**src/include/lsu_consts.svh**
```systemverilog
// Load path constants
`ifndef LSU_CONSTS_SVH
`define LSU_CONSTS_SVH

// ------------------------------
// Memory geometry
// ------------------------------

// Number of 32-bit words in the data memory, which gives an 8-bit byte address
`define LSU_MEM_WORDS 64

// Number of pending stores the buffer can hold
`define LSU_SB_DEPTH 4

// ------------------------------
// Protection and timing
// ------------------------------

// First and last byte address of the machine-only region
`define LSU_PRIV_START 8'hC0
`define LSU_PRIV_END 8'hFF

// Cycles from an accepted read request to its valid strobe
`define LSU_MEM_LATENCY 2

`endif

```
**src/hdl/lsu_pkg.sv**
```systemverilog
// Load path types
package lsu_pkg;

    // ------------------------------
    // Data word
    // ------------------------------

    // One memory word, seen either whole, as two halves or as four bytes
    // Index 0 is always the least significant lane
    typedef union packed {
        logic [31:0]      word32;
        logic [1:0][15:0] word16;
        logic [3:0][7:0]  word8;
    } data_word_t;

    // ------------------------------
    // Load operation
    // ------------------------------

    // Access width of a load
    typedef enum logic [1:0] {
        LDB,
        LDH,
        LDW
    } ldu_width_t;

    // Micro-op handed to the load unit by the decoder
    // signed_load selects sign extension for byte and halfword loads
    typedef struct packed {
        ldu_width_t width;
        logic       signed_load;
    } ldu_uop_t;

    // ------------------------------
    // Stores
    // ------------------------------

    // One pending store, always a full word
    // The two low address bits are carried but ignored by the memory
    typedef struct packed {
        logic [7:0] address;
        data_word_t data;
    } store_entry_t;

    // ------------------------------
    // Load channel
    // ------------------------------

    // Request from the load unit, high for a single cycle per load
    typedef struct packed {
        logic       request;
        logic [7:0] address;
    } load_req_t;

    // Response from the memory, valid for a single cycle
    typedef struct packed {
        logic       valid;
        data_word_t data;
    } load_rsp_t;

endpackage : lsu_pkg

```
**src/hdl/load_unit.sv**
```systemverilog
// Load unit
`timescale 1ns/1ps
`include "lsu_consts.svh"

module load_unit import lsu_pkg::*; (
    input  logic       clk_i,
    input  logic       rst_n_i,
    input  logic       stall_i,
    input  logic       privilege_i,
    input  logic       valid_operation_i,
    input  logic [7:0] load_address_i,
    input  ldu_uop_t   operation_i,
    output load_req_t  load_req_o,
    input  load_rsp_t  load_rsp_i,
    input  logic       forward_match_i,
    input  data_word_t forward_data_i,
    input  logic       buffer_wait_i,
    output data_word_t data_loaded_o,
    output logic       illegal_access_o,
    output logic       misaligned_o,
    output logic       idle_o,
    output logic       data_valid_o
);

    typedef enum logic [1:0] {
        IDLE,
        WAIT_MEMORY_UPDATE,
        WAIT_MEMORY,
        WAIT_STALL
    } state_t;

    state_t     state_q, state_d;
    ldu_uop_t   operation_q;
    logic [7:0] address_q;
    logic       accept;
    logic       misaligned;
    logic       private_region;
    data_word_t data_selected;
    data_word_t data_sliced;
    logic       capture;
    data_word_t result_q;

    // ------------------------------
    // Exception checks
    // ------------------------------

    // A new load is only taken while the unit sits in IDLE
    assign accept = valid_operation_i & (state_q == IDLE);

    // Halfwords need an even address and words a multiple of four
    always_comb begin
        case (operation_i.width)
            LDH:     misaligned = load_address_i[0];
            LDW:     misaligned = (load_address_i[1:0] != 2'b00);
            default: misaligned = 1'b0;
        endcase
    end

    // The top of the address space is reserved for machine mode
    assign private_region = (load_address_i >= `LSU_PRIV_START) &&
                            (load_address_i <= `LSU_PRIV_END);

    assign misaligned_o     = accept & misaligned;
    assign illegal_access_o = accept & private_region & ~privilege_i;

    // Keep the operation so slicing still knows it after the inputs move on
    always_ff @(posedge clk_i) begin
        if (accept) begin
            operation_q <= operation_i;
            address_q   <= load_address_i;
        end
    end

    // ------------------------------
    // FSM
    // ------------------------------

    always_ff @(posedge clk_i) begin
        if (!rst_n_i) begin
            state_q <= IDLE;
        end else begin
            state_q <= state_d;
        end
    end

    always_comb begin
        state_d            = state_q;
        load_req_o.request = 1'b0;
        load_req_o.address = address_q;
        data_selected      = load_rsp_i.data;
        capture            = 1'b0;
        data_valid_o       = 1'b0;

        case (state_q)
            IDLE: begin
                // The store buffer looks up the incoming address straight away
                load_req_o.address = load_address_i;
                if (accept) begin
                    if (misaligned_o | illegal_access_o) begin
                        // Faulting loads finish at once and never reach memory
                        data_valid_o = 1'b1;
                    end else if (buffer_wait_i) begin
                        state_d = WAIT_MEMORY_UPDATE;
                    end else begin
                        load_req_o.request = 1'b1;
                        state_d            = WAIT_MEMORY;
                    end
                end
            end

            WAIT_MEMORY_UPDATE: begin
                // Hold off until the drain write has left the memory
                if (!buffer_wait_i) begin
                    load_req_o.request = 1'b1;
                    state_d            = WAIT_MEMORY;
                end
            end

            WAIT_MEMORY: begin
                // A buffered store is newer than anything in memory, so it wins
                if (forward_match_i) begin
                    data_selected = forward_data_i;
                    capture       = 1'b1;
                    state_d       = WAIT_STALL;
                end else if (load_rsp_i.valid) begin
                    capture = 1'b1;
                    state_d = WAIT_STALL;
                end
            end

            WAIT_STALL: begin
                if (!stall_i) begin
                    data_valid_o = 1'b1;
                    state_d      = IDLE;
                end
            end

            default: state_d = IDLE;
        endcase
    end

    assign idle_o = (state_q == IDLE);

    // ------------------------------
    // Slicing and result hold
    // ------------------------------

    // Pick the lane by the low address bits, then extend to a full word
    always_comb begin
        case (operation_q.width)
            LDB: begin
                data_sliced.word32 = {24'b0, data_selected.word8[address_q[1:0]]};
                if (operation_q.signed_load) begin
                    data_sliced.word32[31:8] = {24{data_selected.word8[address_q[1:0]][7]}};
                end
            end
            LDH: begin
                data_sliced.word32 = {16'b0, data_selected.word16[address_q[1]]};
                if (operation_q.signed_load) begin
                    data_sliced.word32[31:16] = {16{data_selected.word16[address_q[1]][15]}};
                end
            end
            default: data_sliced = data_selected;
        endcase
    end

    // Result stays put through any stall until data_valid_o is given
    always_ff @(posedge clk_i) begin
        if (capture) begin
            result_q <= data_sliced;
        end
    end

    // Faulting loads report zero data
    assign data_loaded_o = (misaligned_o | illegal_access_o) ? '0 : result_q;

endmodule : load_unit

```
**src/hdl/store_buffer.sv**
```systemverilog
// Store buffer
`timescale 1ns/1ps
`include "lsu_consts.svh"

module store_buffer import lsu_pkg::*; (
    input  logic         clk_i,
    input  logic         rst_n_i,
    input  logic         store_valid_i,
    input  store_entry_t store_entry_i,
    output logic         store_full_o,
    input  logic [7:0]   lookup_address_i,
    output logic         forward_match_o,
    output data_word_t   forward_data_o,
    output logic         write_en_o,
    output store_entry_t write_entry_o,
    input  logic         write_busy_i,
    output logic         buffer_wait_o
);

    localparam int PTR_W = $clog2(`LSU_SB_DEPTH);
    localparam int CNT_W = $clog2(`LSU_SB_DEPTH + 1);

    store_entry_t     entries_q [`LSU_SB_DEPTH];
    logic [PTR_W-1:0] wr_ptr_q;
    logic [PTR_W-1:0] rd_ptr_q;
    logic [CNT_W-1:0] count_q;
    logic             push;
    logic             pop;
    logic             write_en_q;
    logic [PTR_W-1:0] scan_idx;

    // ------------------------------
    // FIFO control
    // ------------------------------

    assign store_full_o = (count_q == CNT_W'(`LSU_SB_DEPTH));
    assign push         = store_valid_i & ~store_full_o;

    // The memory only goes busy after it took our write, so a busy flag
    // right after a request means the oldest entry is now in memory
    assign pop = write_en_q & write_busy_i;

    always_ff @(posedge clk_i) begin
        if (!rst_n_i) begin
            wr_ptr_q   <= '0;
            rd_ptr_q   <= '0;
            count_q    <= '0;
            write_en_q <= 1'b0;
        end else begin
            write_en_q <= write_en_o;
            if (push) begin
                wr_ptr_q <= wr_ptr_q + 1'b1;
            end
            if (pop) begin
                rd_ptr_q <= rd_ptr_q + 1'b1;
            end
            if (push && !pop) begin
                count_q <= count_q + 1'b1;
            end else if (pop && !push) begin
                count_q <= count_q - 1'b1;
            end
        end
    end

    // A new store lands at the write pointer
    always_ff @(posedge clk_i) begin
        if (push) begin
            entries_q[wr_ptr_q] <= store_entry_i;
        end
    end

    // ------------------------------
    // Drain
    // ------------------------------

    // Offer the oldest entry whenever the memory is free
    // A rejected offer simply repeats on the next cycle
    assign write_en_o    = (count_q != '0) & ~write_busy_i;
    assign write_entry_o = entries_q[rd_ptr_q];

    // Loads must not read memory while our write is still settling
    assign buffer_wait_o = write_busy_i;

    // ------------------------------
    // Forwarding
    // ------------------------------

    // Walk from oldest to youngest so the youngest match is left standing
    always_comb begin
        forward_match_o = 1'b0;
        forward_data_o  = '0;
        scan_idx        = rd_ptr_q;
        for (int i = 0; i < `LSU_SB_DEPTH; i++) begin
            scan_idx = rd_ptr_q + PTR_W'(i);
            if ((i < int'(count_q)) &&
                (entries_q[scan_idx].address[7:2] == lookup_address_i[7:2])) begin
                forward_match_o = 1'b1;
                forward_data_o  = entries_q[scan_idx].data;
            end
        end
    end

endmodule : store_buffer

```
**src/hdl/data_memory.sv**
```systemverilog
// Data memory
`timescale 1ns/1ps
`include "lsu_consts.svh"

module data_memory import lsu_pkg::*; (
    input  logic         clk_i,
    input  logic         rst_n_i,
    input  load_req_t    load_req_i,
    output load_rsp_t    load_rsp_o,
    input  logic         write_en_i,
    input  store_entry_t write_entry_i,
    output logic         write_busy_o
);

    localparam int IDX_W  = $clog2(`LSU_MEM_WORDS);
    localparam int LAT    = `LSU_MEM_LATENCY;
    localparam int BUSY_W = $clog2(LAT + 1);

    data_word_t        mem_q [`LSU_MEM_WORDS];
    logic [LAT-1:0]    valid_pipe_q;
    data_word_t        data_pipe_q [LAT];
    logic [BUSY_W-1:0] busy_cnt_q;
    logic              write_accept;
    logic [IDX_W-1:0]  read_idx;
    logic [IDX_W-1:0]  write_idx;

    // Both ports address whole words, the byte offset is dropped
    assign read_idx  = load_req_i.address[IDX_W+1:2];
    assign write_idx = write_entry_i.address[IDX_W+1:2];

    // ------------------------------
    // Write port
    // ------------------------------

    // A write needs the memory idle, and a load in the same cycle wins
    assign write_accept = write_en_i & (busy_cnt_q == '0) & ~load_req_i.request;

    always_ff @(posedge clk_i) begin
        if (write_accept) begin
            mem_q[write_idx] <= write_entry_i.data;
        end
    end

    // Busy covers the cycles after an accepted write
    always_ff @(posedge clk_i) begin
        if (!rst_n_i) begin
            busy_cnt_q <= '0;
        end else if (write_accept) begin
            busy_cnt_q <= BUSY_W'(LAT);
        end else if (busy_cnt_q != '0) begin
            busy_cnt_q <= busy_cnt_q - 1'b1;
        end
    end

    assign write_busy_o = (busy_cnt_q != '0);

    // ------------------------------
    // Read port
    // ------------------------------

    // The array is read in the request cycle, then the word rides
    // a shift pipeline so valid lands exactly LAT cycles later
    always_ff @(posedge clk_i) begin
        if (!rst_n_i) begin
            valid_pipe_q <= '0;
        end else begin
            valid_pipe_q[0] <= load_req_i.request;
            for (int s = 1; s < LAT; s++) begin
                valid_pipe_q[s] <= valid_pipe_q[s-1];
            end
        end
    end

    always_ff @(posedge clk_i) begin
        if (load_req_i.request) begin
            data_pipe_q[0] <= mem_q[read_idx];
        end
        for (int s = 1; s < LAT; s++) begin
            data_pipe_q[s] <= data_pipe_q[s-1];
        end
    end

    always_comb begin
        load_rsp_o.valid = valid_pipe_q[LAT-1];
        load_rsp_o.data  = data_pipe_q[LAT-1];
    end

endmodule : data_memory

```
**src/hdl/load_subsystem.sv**
```systemverilog
// Load subsystem top
`timescale 1ns/1ps

module load_subsystem import lsu_pkg::*; (
    input  logic         clk_i,
    input  logic         rst_n_i,
    input  logic         stall_i,
    input  logic         privilege_i,
    input  logic         load_valid_i,
    input  logic [7:0]   load_address_i,
    input  ldu_uop_t     load_op_i,
    input  logic         store_valid_i,
    input  store_entry_t store_entry_i,
    output logic         store_full_o,
    output data_word_t   data_loaded_o,
    output logic         data_valid_o,
    output logic         illegal_access_o,
    output logic         misaligned_o,
    output logic         idle_o
);

    // Load channel between the unit and memory
    load_req_t    load_req;
    load_rsp_t    load_rsp;

    // Forwarding and drain status from the store buffer
    logic         forward_match;
    data_word_t   forward_data;
    logic         buffer_wait;

    // Drain port into memory
    logic         write_en;
    store_entry_t write_entry;
    logic         write_busy;

    // ------------------------------
    // Load unit
    // ------------------------------

    load_unit i_load_unit (
        .clk_i             (clk_i),
        .rst_n_i           (rst_n_i),
        .stall_i           (stall_i),
        .privilege_i       (privilege_i),
        .valid_operation_i (load_valid_i),
        .load_address_i    (load_address_i),
        .operation_i       (load_op_i),
        .load_req_o        (load_req),
        .load_rsp_i        (load_rsp),
        .forward_match_i   (forward_match),
        .forward_data_i    (forward_data),
        .buffer_wait_i     (buffer_wait),
        .data_loaded_o     (data_loaded_o),
        .illegal_access_o  (illegal_access_o),
        .misaligned_o      (misaligned_o),
        .idle_o            (idle_o),
        .data_valid_o      (data_valid_o)
    );

    // ------------------------------
    // Store buffer
    // ------------------------------

    // The buffer snoops the address the unit is putting on the load channel
    store_buffer i_store_buffer (
        .clk_i            (clk_i),
        .rst_n_i          (rst_n_i),
        .store_valid_i    (store_valid_i),
        .store_entry_i    (store_entry_i),
        .store_full_o     (store_full_o),
        .lookup_address_i (load_req.address),
        .forward_match_o  (forward_match),
        .forward_data_o   (forward_data),
        .write_en_o       (write_en),
        .write_entry_o    (write_entry),
        .write_busy_i     (write_busy),
        .buffer_wait_o    (buffer_wait)
    );

    // ------------------------------
    // Data memory
    // ------------------------------

    data_memory i_data_memory (
        .clk_i         (clk_i),
        .rst_n_i       (rst_n_i),
        .load_req_i    (load_req),
        .load_rsp_o    (load_rsp),
        .write_en_i    (write_en),
        .write_entry_i (write_entry),
        .write_busy_o  (write_busy)
    );

endmodule : load_subsystem

```
**config.mk**
```make
export PLATFORM = sky130hd
export DESIGN_NAME = load_subsystem
export DESIGN_NICKNAME = d
export VERILOG_FILES = /design/src/hdl/lsu_pkg.sv /design/src/hdl/load_unit.sv /design/src/hdl/store_buffer.sv /design/src/hdl/data_memory.sv /design/src/hdl/load_subsystem.sv
export VERILOG_INCLUDE_DIRS = /design/src /design/src/include
export SDC_FILE = /design/constraint.sdc
export NUM_CORES = 2
export LEC_CHECK = 0
export BUFFER_PORTS_ARGS = -buffer_cell sky130_fd_sc_hd__buf_2
export CORE_MARGIN = 1
export CORE_UTILIZATION = 63
export CTS_CLUSTER_SIZE = 24
export DETAILED_ROUTE_END_ITERATION = 10
export PLACE_DENSITY = 0.79
export SETUP_SLACK_MARGIN = 0.05
export SLEW_MARGIN = 20
export SYNTH_ARGS = -nofsm -noshare
export SYNTH_HDL_FRONTEND = slang
export SYNTH_SLANG_ARGS = --single-unit
```
**constraint.sdc**
```tcl
create_clock -name clk_i -period 5.2 [get_ports clk_i]
set_input_delay 0.78 -clock clk_i [delete_from_list [all_inputs] [get_ports clk_i]]
set_output_delay 0.78 -clock clk_i [all_outputs]
set_load 0.02 [all_outputs]
```
# Word level (Yosys, flattened, before mapping)
# Memory sizes are Yosys's and may differ from the RTL's. A register that Yosys moved wholly into a read port is not among the register bits.
# Index checks and enable logic that the tools add are counted.
word_totals:
  ff_bits: 57
  inputBits: 57
  ramBits: 2272
  word_cells: 131
  n_memories: 3
  output_inout_bits: 37
memory_table:
  columns: ["memory", "depth", "width", "rd", "rd_clocked_by_memory_dff", "write_ports", "line", "source"]
  rows:
  - ["i_data_memory.mem_q", 64, 32, 1, 0, 1, "data_memory.sv:19", "data_word_t mem_q [`LSU_MEM_WORDS];"]
  - ["i_store_buffer.entries_q", 4, 40, 4, 1, 1, "store_buffer.sv:23", "store_entry_t entries_q [`LSU_SB_DEPTH];"]
  - ["i_data_memory.data_pipe_q", 2, 32, 2, 0, 2, "data_memory.sv:21", "data_word_t data_pipe_q [LAT];"]
op_classes:
  bitwise: 15
  n_eq_ne: 16
  n_lt_le_gt_ge: 8
  mux: 51
  n_reduce_logical: 19
  addsub: 7
ops:
  columns: ["cell", "count"]
  rows:
  - ["2-to-1 mux 32 bit", 7]
  - ["case mux 32 bit (2 select lines)", 1]
  - ["2-to-1 mux 16 bit", 3]
  - ["== test 6 bit", 4]
  - ["2-to-1 mux 24 bit", 1]
  - ["2-to-1 mux 2 bit", 11]
  - ["2-to-1 mux 1 bit", 19]
  - ["binary-select mux 8 bit (select 2 bit)", 1]
  - ["2-to-1 mux 8 bit", 2]
  - ["AND 1 bit", 9]
  - ["greater-or-equal comparator 8 bit, second input constant", 1]
  - ["<= comparator 8 bit, second input constant", 1]
  - ["case mux 2 bit (4 select lines)", 1]
  - ["nonzero test 2 bit", 4]
  - ["logical AND 1 bit", 7]
  - ["== test 2 x 1 -> 1 bit, second input constant", 3]
  - ["== test 2 bit, second input constant", 3]
  - ["logical NOT 2 bit", 3]
  - ["< comparator 1 x 3 -> 1 bit, first input constant", 2]
  - ["< comparator 2 x 3 -> 1 bit, first input constant", 2]
  - ["2-to-1 mux 3 bit", 2]
  - ["inequality test 2 bit, second input constant", 3]
  - ["case mux 1 bit (2 select lines)", 3]
  - ["NOT 1 bit", 5]
  - ["15 further kinds", 18]

# Longest topological paths before layout
depth:
  word_depth: 14
  ltp_mapped: 17
  depth_no_buf: 11

# Cells and area by module
# Synthesis repeated with hierarchy kept, for this count alone.
unflattened:
  cells_unflattened: 4535
  area_unflattened_um2: 94107.8
by_module_without_submodules:
  columns: ["mod", "instances", "seq_area_each_um2", "cells_each", "area_each_um2"]
  rows:
  - ["data_memory", 1, 63180.6, 3509, 80278.2]
  - ["store_buffer", 1, 5004.8, 780, 10871.7]
  - ["load_unit", 1, 1331.3, 246, 2957.8]

# Worst setup path after synthesis
# No wires, ideal clock.
synth_timing:
  kind: "register -> register"
  start: "register i_load_unit.state_q[0]"
  end: "register i_load_unit.result_q[0] in the netlist's numbering, enable pin"
  stages_incl_launch_ff: 13
  setup_slack_ps: 397
  t_arrival_ps: 4378
  synth_period_minus_slack_ps: 4803
  cell_sequence: "dfxtp_1 > inv_1 > ha_1 > buf_4 > mux2i_4 > xnor2_1 > or4_1 > buf_2 > nor2_2 > clkbuf_1 > buf_1 > nor4_1 > nor2b_1"
synth_between:
  elab_chain_len: 10
synth_lines:
  columns: ["element", "line", "source"]
  rows:
  - ["start, declared", "load_unit.sv:32", "state_t state_q, state_d;"]
  - ["start signal, assigned", "load_unit.sv:82", "state_q <= state_d;"]
  - ["logical NOT 2 bit (*)", null, null]
  - ["net idle_o", "load_subsystem.sv:19", "output logic idle_o"]
  - ["2-to-1 mux 8 bit (*)", "load_unit.sv:94", "case (state_q)"]
  - ["== test 6 bit", "store_buffer.sv:96", "(entries_q[scan_idx].address[7:2] == lookup_address_i[7:2])) begin"]
  - ["logical AND 1 bit", "store_buffer.sv:95", "if ((i < int'(count_q)) &&"]
  - ["2-to-1 mux 1 bit (3 in series)", "store_buffer.sv:95", null]
  - ["2-to-1 mux 1 bit (*)", "store_buffer.sv:95", null]
  - ["2-to-1 mux 1 bit (*)", "load_unit.sv:121", "if (forward_match_i) begin"]
  - ["2-to-1 mux 1 bit (*)", "load_unit.sv:94", null]
  - ["net i_load_unit.capture", "load_unit.sv:40", "logic capture;"]
  - ["end signal, assigned", "load_unit.sv:170", "result_q <= data_sliced;"]
  - ["end, declared", "load_unit.sv:41", "data_word_t result_q;"]
# The timed path passes the listed nets; every way through them passes the cells marked *.
# A chain may end at the register's enable or synchronous reset.

==> summary.txt <==
Status
  • Status: complete, no violations

Clocking
  • Postcts setup bufs: 0
  • CTS tree: yes
  • Worst-skew pair later-pin latency: ~0.84 ns
  • Clock transition at the registers of the reported paths: 0.06 ns
  • CTS resizes: 0
  • Hold Buf Count CTS: 0
  • H-tree levels: 4
  • Maximum clock path buffer count: 3
  • Clock sink total: 2323
  • CTS buffer count: between 200 and 250
  • Root Driver: clkbuf_16

Pwr
  • Max VDD drop: 0.768 mV
  • Power Internal: 0.0365 W
  • Pwr per Cell Area: ~530 nW/µm²
  • Switching power: 0.0202 W
  • P_leak: between 30 and 40 nW
  • Combinational power share: 0.318
  • Flop pwr share: 0.411
  • Clock power frac: 0.271
  • Switching share of total power: 0.357

Synthesis
  • Async S/R FF share, synth: 0
  • Post-synthesis sequential area ratio: 0.725
  • Synth unique cells: 71
  • Synthesis Warnings: 0
  • Number of flops mapped to enable cells by yosys: 2275
  • #FFs+latches synth: around 2300
  • Prevailing post-synth register cell: edfxtp_1
  • Synthesized area per cell: around 13 µm²
  • Mapped cell area: 95600 µm²
  • Syn_nets: 7250
  • Gate Count Post-Synth: 7178

Floorplan
  • Initial Utilization: 0.636
  • Core area: 150000 µm²
  • Chip height: 391 µm
  • DIE WIDTH: 391 µm
  • Die area: 153000 µm²
  • IO Pins: 94
  • FP Rows: 142

Critical path
  • Flop2flop setup slack: 0.35 ns
  • Cells on worst reg2reg path: 12
  • Startpoint types: flop
  • CP Buf/Inv Count: 2
  • Cell Chain, Critical Path: inv_1 > ha_1 > buf_4 > mux2i_4 > xor2_1 > nand3_1 > a2111oi_0 > o311ai_0 > a31oi_1 > o211ai_1 > a41oi_2 > a21boi_1
  • Crit-path max FO: 16
  • Crit-path leading delay family: compound AO/OA/AOI/OAI gates
  • Slowest stage delay, CP: a little over 0.7 ns
  • Critical path's slowest cell: ha_1
  • WS Path Type: reg2reg
  • Worst EP arrival: 5.52 ns
  • RR Endpoint: i_load_unit.result_q[24]$_DFFE_PP_
  • RR Startpoint: i_load_unit.state_q[0]$_SDFFE_PN0P_
  • Worst EP required: 5.87 ns
  • CP Capture Type: flop

Place
  • GP Congestion: 0.933
  • I/O Buffers: 91
  • Final HPWL from detailed placement: 130000 µm

STA
  • Layout Skew: between 0.04 and 0.05 ns
  • Tcrit/Tclk final: 0.933
  • WHS: 0.113 ns
  • Unrepaired setup endpoints after global routing: false
  • Slew @ Worst Pin: 1.19 ns
  • Final hold vios: 0
  • Slew HR: 0.209
  • Max Fclk: slightly above 200 MHz
  • Final Critical Period: 4.85 ns
  • Max Slew Vio Count: 0
  • Final-report setup violation count: 0
  • Total negative slack: 0 ns

Route
  • Initial DRC Count: 9554
  • Vias per cell: 6.68
  • DRC viols: 0
  • Final Routed Wirelength: roughly 250000 µm
  • Total number of vias: approximately 63000
  • Pre-antenna DRT Iters: 8
  • Post-DRT Antenna Nets: 0
  • WL/cell: 26.8 µm

Final layout
  • Layout Nets: between 7000 and 8000
  • Layout cells sized above 1: 0.116
  • P&R area growth vs syn: 11.4%

Run
  • Max_cap viols: 0

Hold path
  • HP Start: load_op_i[0]
  • Worst Hold End: i_load_unit.operation_q[0]$_DFFE_PP_
  • Hold path depth: 1
  • Hold WC Path Type: in2reg

Global route
  • Initial antenna violation count: 17
  • Vias in the first global route: 60100
  • Pin count of the biggest net entering global routing: around 180
  • Grt total ovfl: 0
  • First-pass GRT wire length: 369000 µm
  • GRT Total Usage: 0.326
[cells in the final DEF, fill, tap and decap left out, types with 20 or more instances in the layout]
| cell | Yosys | layout |
|---|---|---|
| a311oi_1 | 387 | 387 |
| a31oi_1 | 130 | 130 |
| a221oi_1 | 21 | 21 |
| dfxtp_1 | 48 | 44 |
| nor3_1 | 20 | 20 |
| clkbuf_1 | 459 | 49 |
| nor2_4 | 0 | 65 |
| edfxtp_1 | 2275 | 2275 |
| a21oi_1 | 152 | 152 |
| mux4_2 | 116 | 116 |
| clkinv_1 | 2 | 63 |
| nand2_1 | 2106 | 2106 |
| buf_12 | 0 | 54 |
| and2_1 | 40 | 36 |
| buf_4 | 5 | 190 |
| nor2_1 | 131 | 65 |
| buf_2 | 20 | 91 |
| clkbuf_16 | 0 | 221 |
| o21ai_0 | 51 | 51 |
| a211oi_1 | 107 | 106 |
| mux2i_1 | 35 | 35 |
| and3_1 | 263 | 263 |
| nand3_1 | 535 | 535 |
| clkinv_2 | 0 | 39 |
[routing by layer]
| layer | GRT usage | vias to the layer above | part of all wire |
|---|---|---|---|
| met4 | 0.171 | 8 | 0.056 |
| met2 | 0.504 | 4378 | 0.46 |
| met5 | 0 | - | 0.00017 |
| met3 | 0.0672 | 711 | 0.13 |
| met1 | 0.442 | 30700 | 0.35 |
| li1 | - | 27000 | - |
[through the flow]
stage	utilization	std cells	power, W	worst slack [ns]	instance area (µm²)
floorplan	-	7178	0.0343	0.397	95600
global placement	0.663	8997	0.0406	0.554	99600
detailed placement	0.663	8997	0.0411	0.463	99600
CTS	0.709	9399	0.0563	0.423	106000
global route	0.709	9402	0.0585	0.154	106000
finish	0.709	9405	0.0568	0.348	106000
[cells by family after synthesis]
family,synth area share
DFF,0.725
buffers and inverters,0.0221
AOI/OAI and AO/OA,0.0749
and+or+nand+nor,0.139
xor gates and xnor gates,0.00266
muxes,0.0343
adders and majority gates,0.00196
[power by group through the flow]
| stage | registers [W] | clock network (W) | logic [W] |
|---|---|---|---|
| after floorplan | 0.0233 | 0 | 0.0110 |
| after global placement | 0.0237 | 0 | 0.0169 |
| after detailed placement | 0.0237 | 0 | 0.0174 |
| after CTS | 0.0233 | 0.0154 | 0.0176 |
| after global routing | 0.0234 | 0.0161 | 0.0191 |
| final | 0.0233 | 0.0154 | 0.0180 |
[worst max-delay path by stage]
| stage | from | endpoint | slack [ns] | cells after the start |
|---|---|---|---|---|
| after CTS | i_load_unit.state_q[0]$_SDFFE_PN0P_ | i_load_unit.result_q[24]$_DFFE_PP_ | 0.42 | 13 |
| after global placement | i_load_unit.state_q[0]$_SDFFE_PN0P_ | i_load_unit.result_q[16]$_DFFE_PP_ | 0.55 | 13 |
| after floorplan | i_load_unit.state_q[0]$_SDFFE_PN0P_ | i_load_unit.result_q[0]$_DFFE_PP_ | 0.40 | 12 |
| final | i_load_unit.state_q[0]$_SDFFE_PN0P_ | i_load_unit.result_q[24]$_DFFE_PP_ | 0.35 | 12 |
| after detailed placement | i_load_unit.state_q[0]$_SDFFE_PN0P_ | i_load_unit.result_q[24]$_DFFE_PP_ | 0.46 | 13 |
| after global routing | i_load_unit.state_q[1]$_SDFFE_PN0P_ | i_load_unit.result_q[20]$_DFFE_PP_ | 0.15 | 12 |
[worst reg2reg max path, cell delays in order, from the launching register on]
cell       delay, ns
dfxtp_1         0.34
inv_1           0.09
ha_1            0.71
buf_4           0.30
mux2i_4         0.40
xor2_1          0.21
nand3_1         0.30
a2111oi_0       0.57
o311ai_0        0.36
a31oi_1         0.36
o211ai_1        0.14
a41oi_2         0.62
a21boi_1        0.29
[layout make-up]
cell class	count	area, µm²
Clock buffer	272	5740
Multi-Input combinational cell	4306	24700
Inverter	17	63.8
Antenna cell	6	15.0
Sequential cell	2323	69300
Tap cell	2016	2520
Timing Repair Buffer	335	2960
Clock inverter	130	1130
Fill cell	9146	43700
[flip-flops by register name, summed over array words and instances (netlist names), named ones only]
signal and flops:
i_store_buffer.write_en_q 1, i_data_memory.data_pipe_q 64, i_data_memory.valid_pipe_q 2, i_store_buffer.rd_ptr_q 2
i_load_unit.result_q 32, i_load_unit.operation_q 3, i_data_memory.busy_cnt_q 2, i_data_memory.mem_q 2048
i_store_buffer.entries_q 152, i_store_buffer.count_q 3, i_load_unit.address_q 8, i_store_buffer.wr_ptr_q 2
i_load_unit.state_q 2
[synthesized netlist by cell type, drive strengths merged (41+ instances only)]
library cell | n | area (µm²)
dfxtp | 48 | 961
edfxtp | 2275 | 68300
nand2 | 2106 | 7910
nand3 | 535 | 2680
nor2 | 132 | 498
a211oi | 107 | 803
a21oi | 152 | 761
clkbuf | 459 | 1720
mux2i | 41 | 459
and3 | 263 | 1650
a311oi | 387 | 3390
buf | 73 | 325
a31oi | 130 | 813
mux4 | 116 | 2610
o21ai | 52 | 260
No activity file was read; power rests on OpenSTA's default activity.
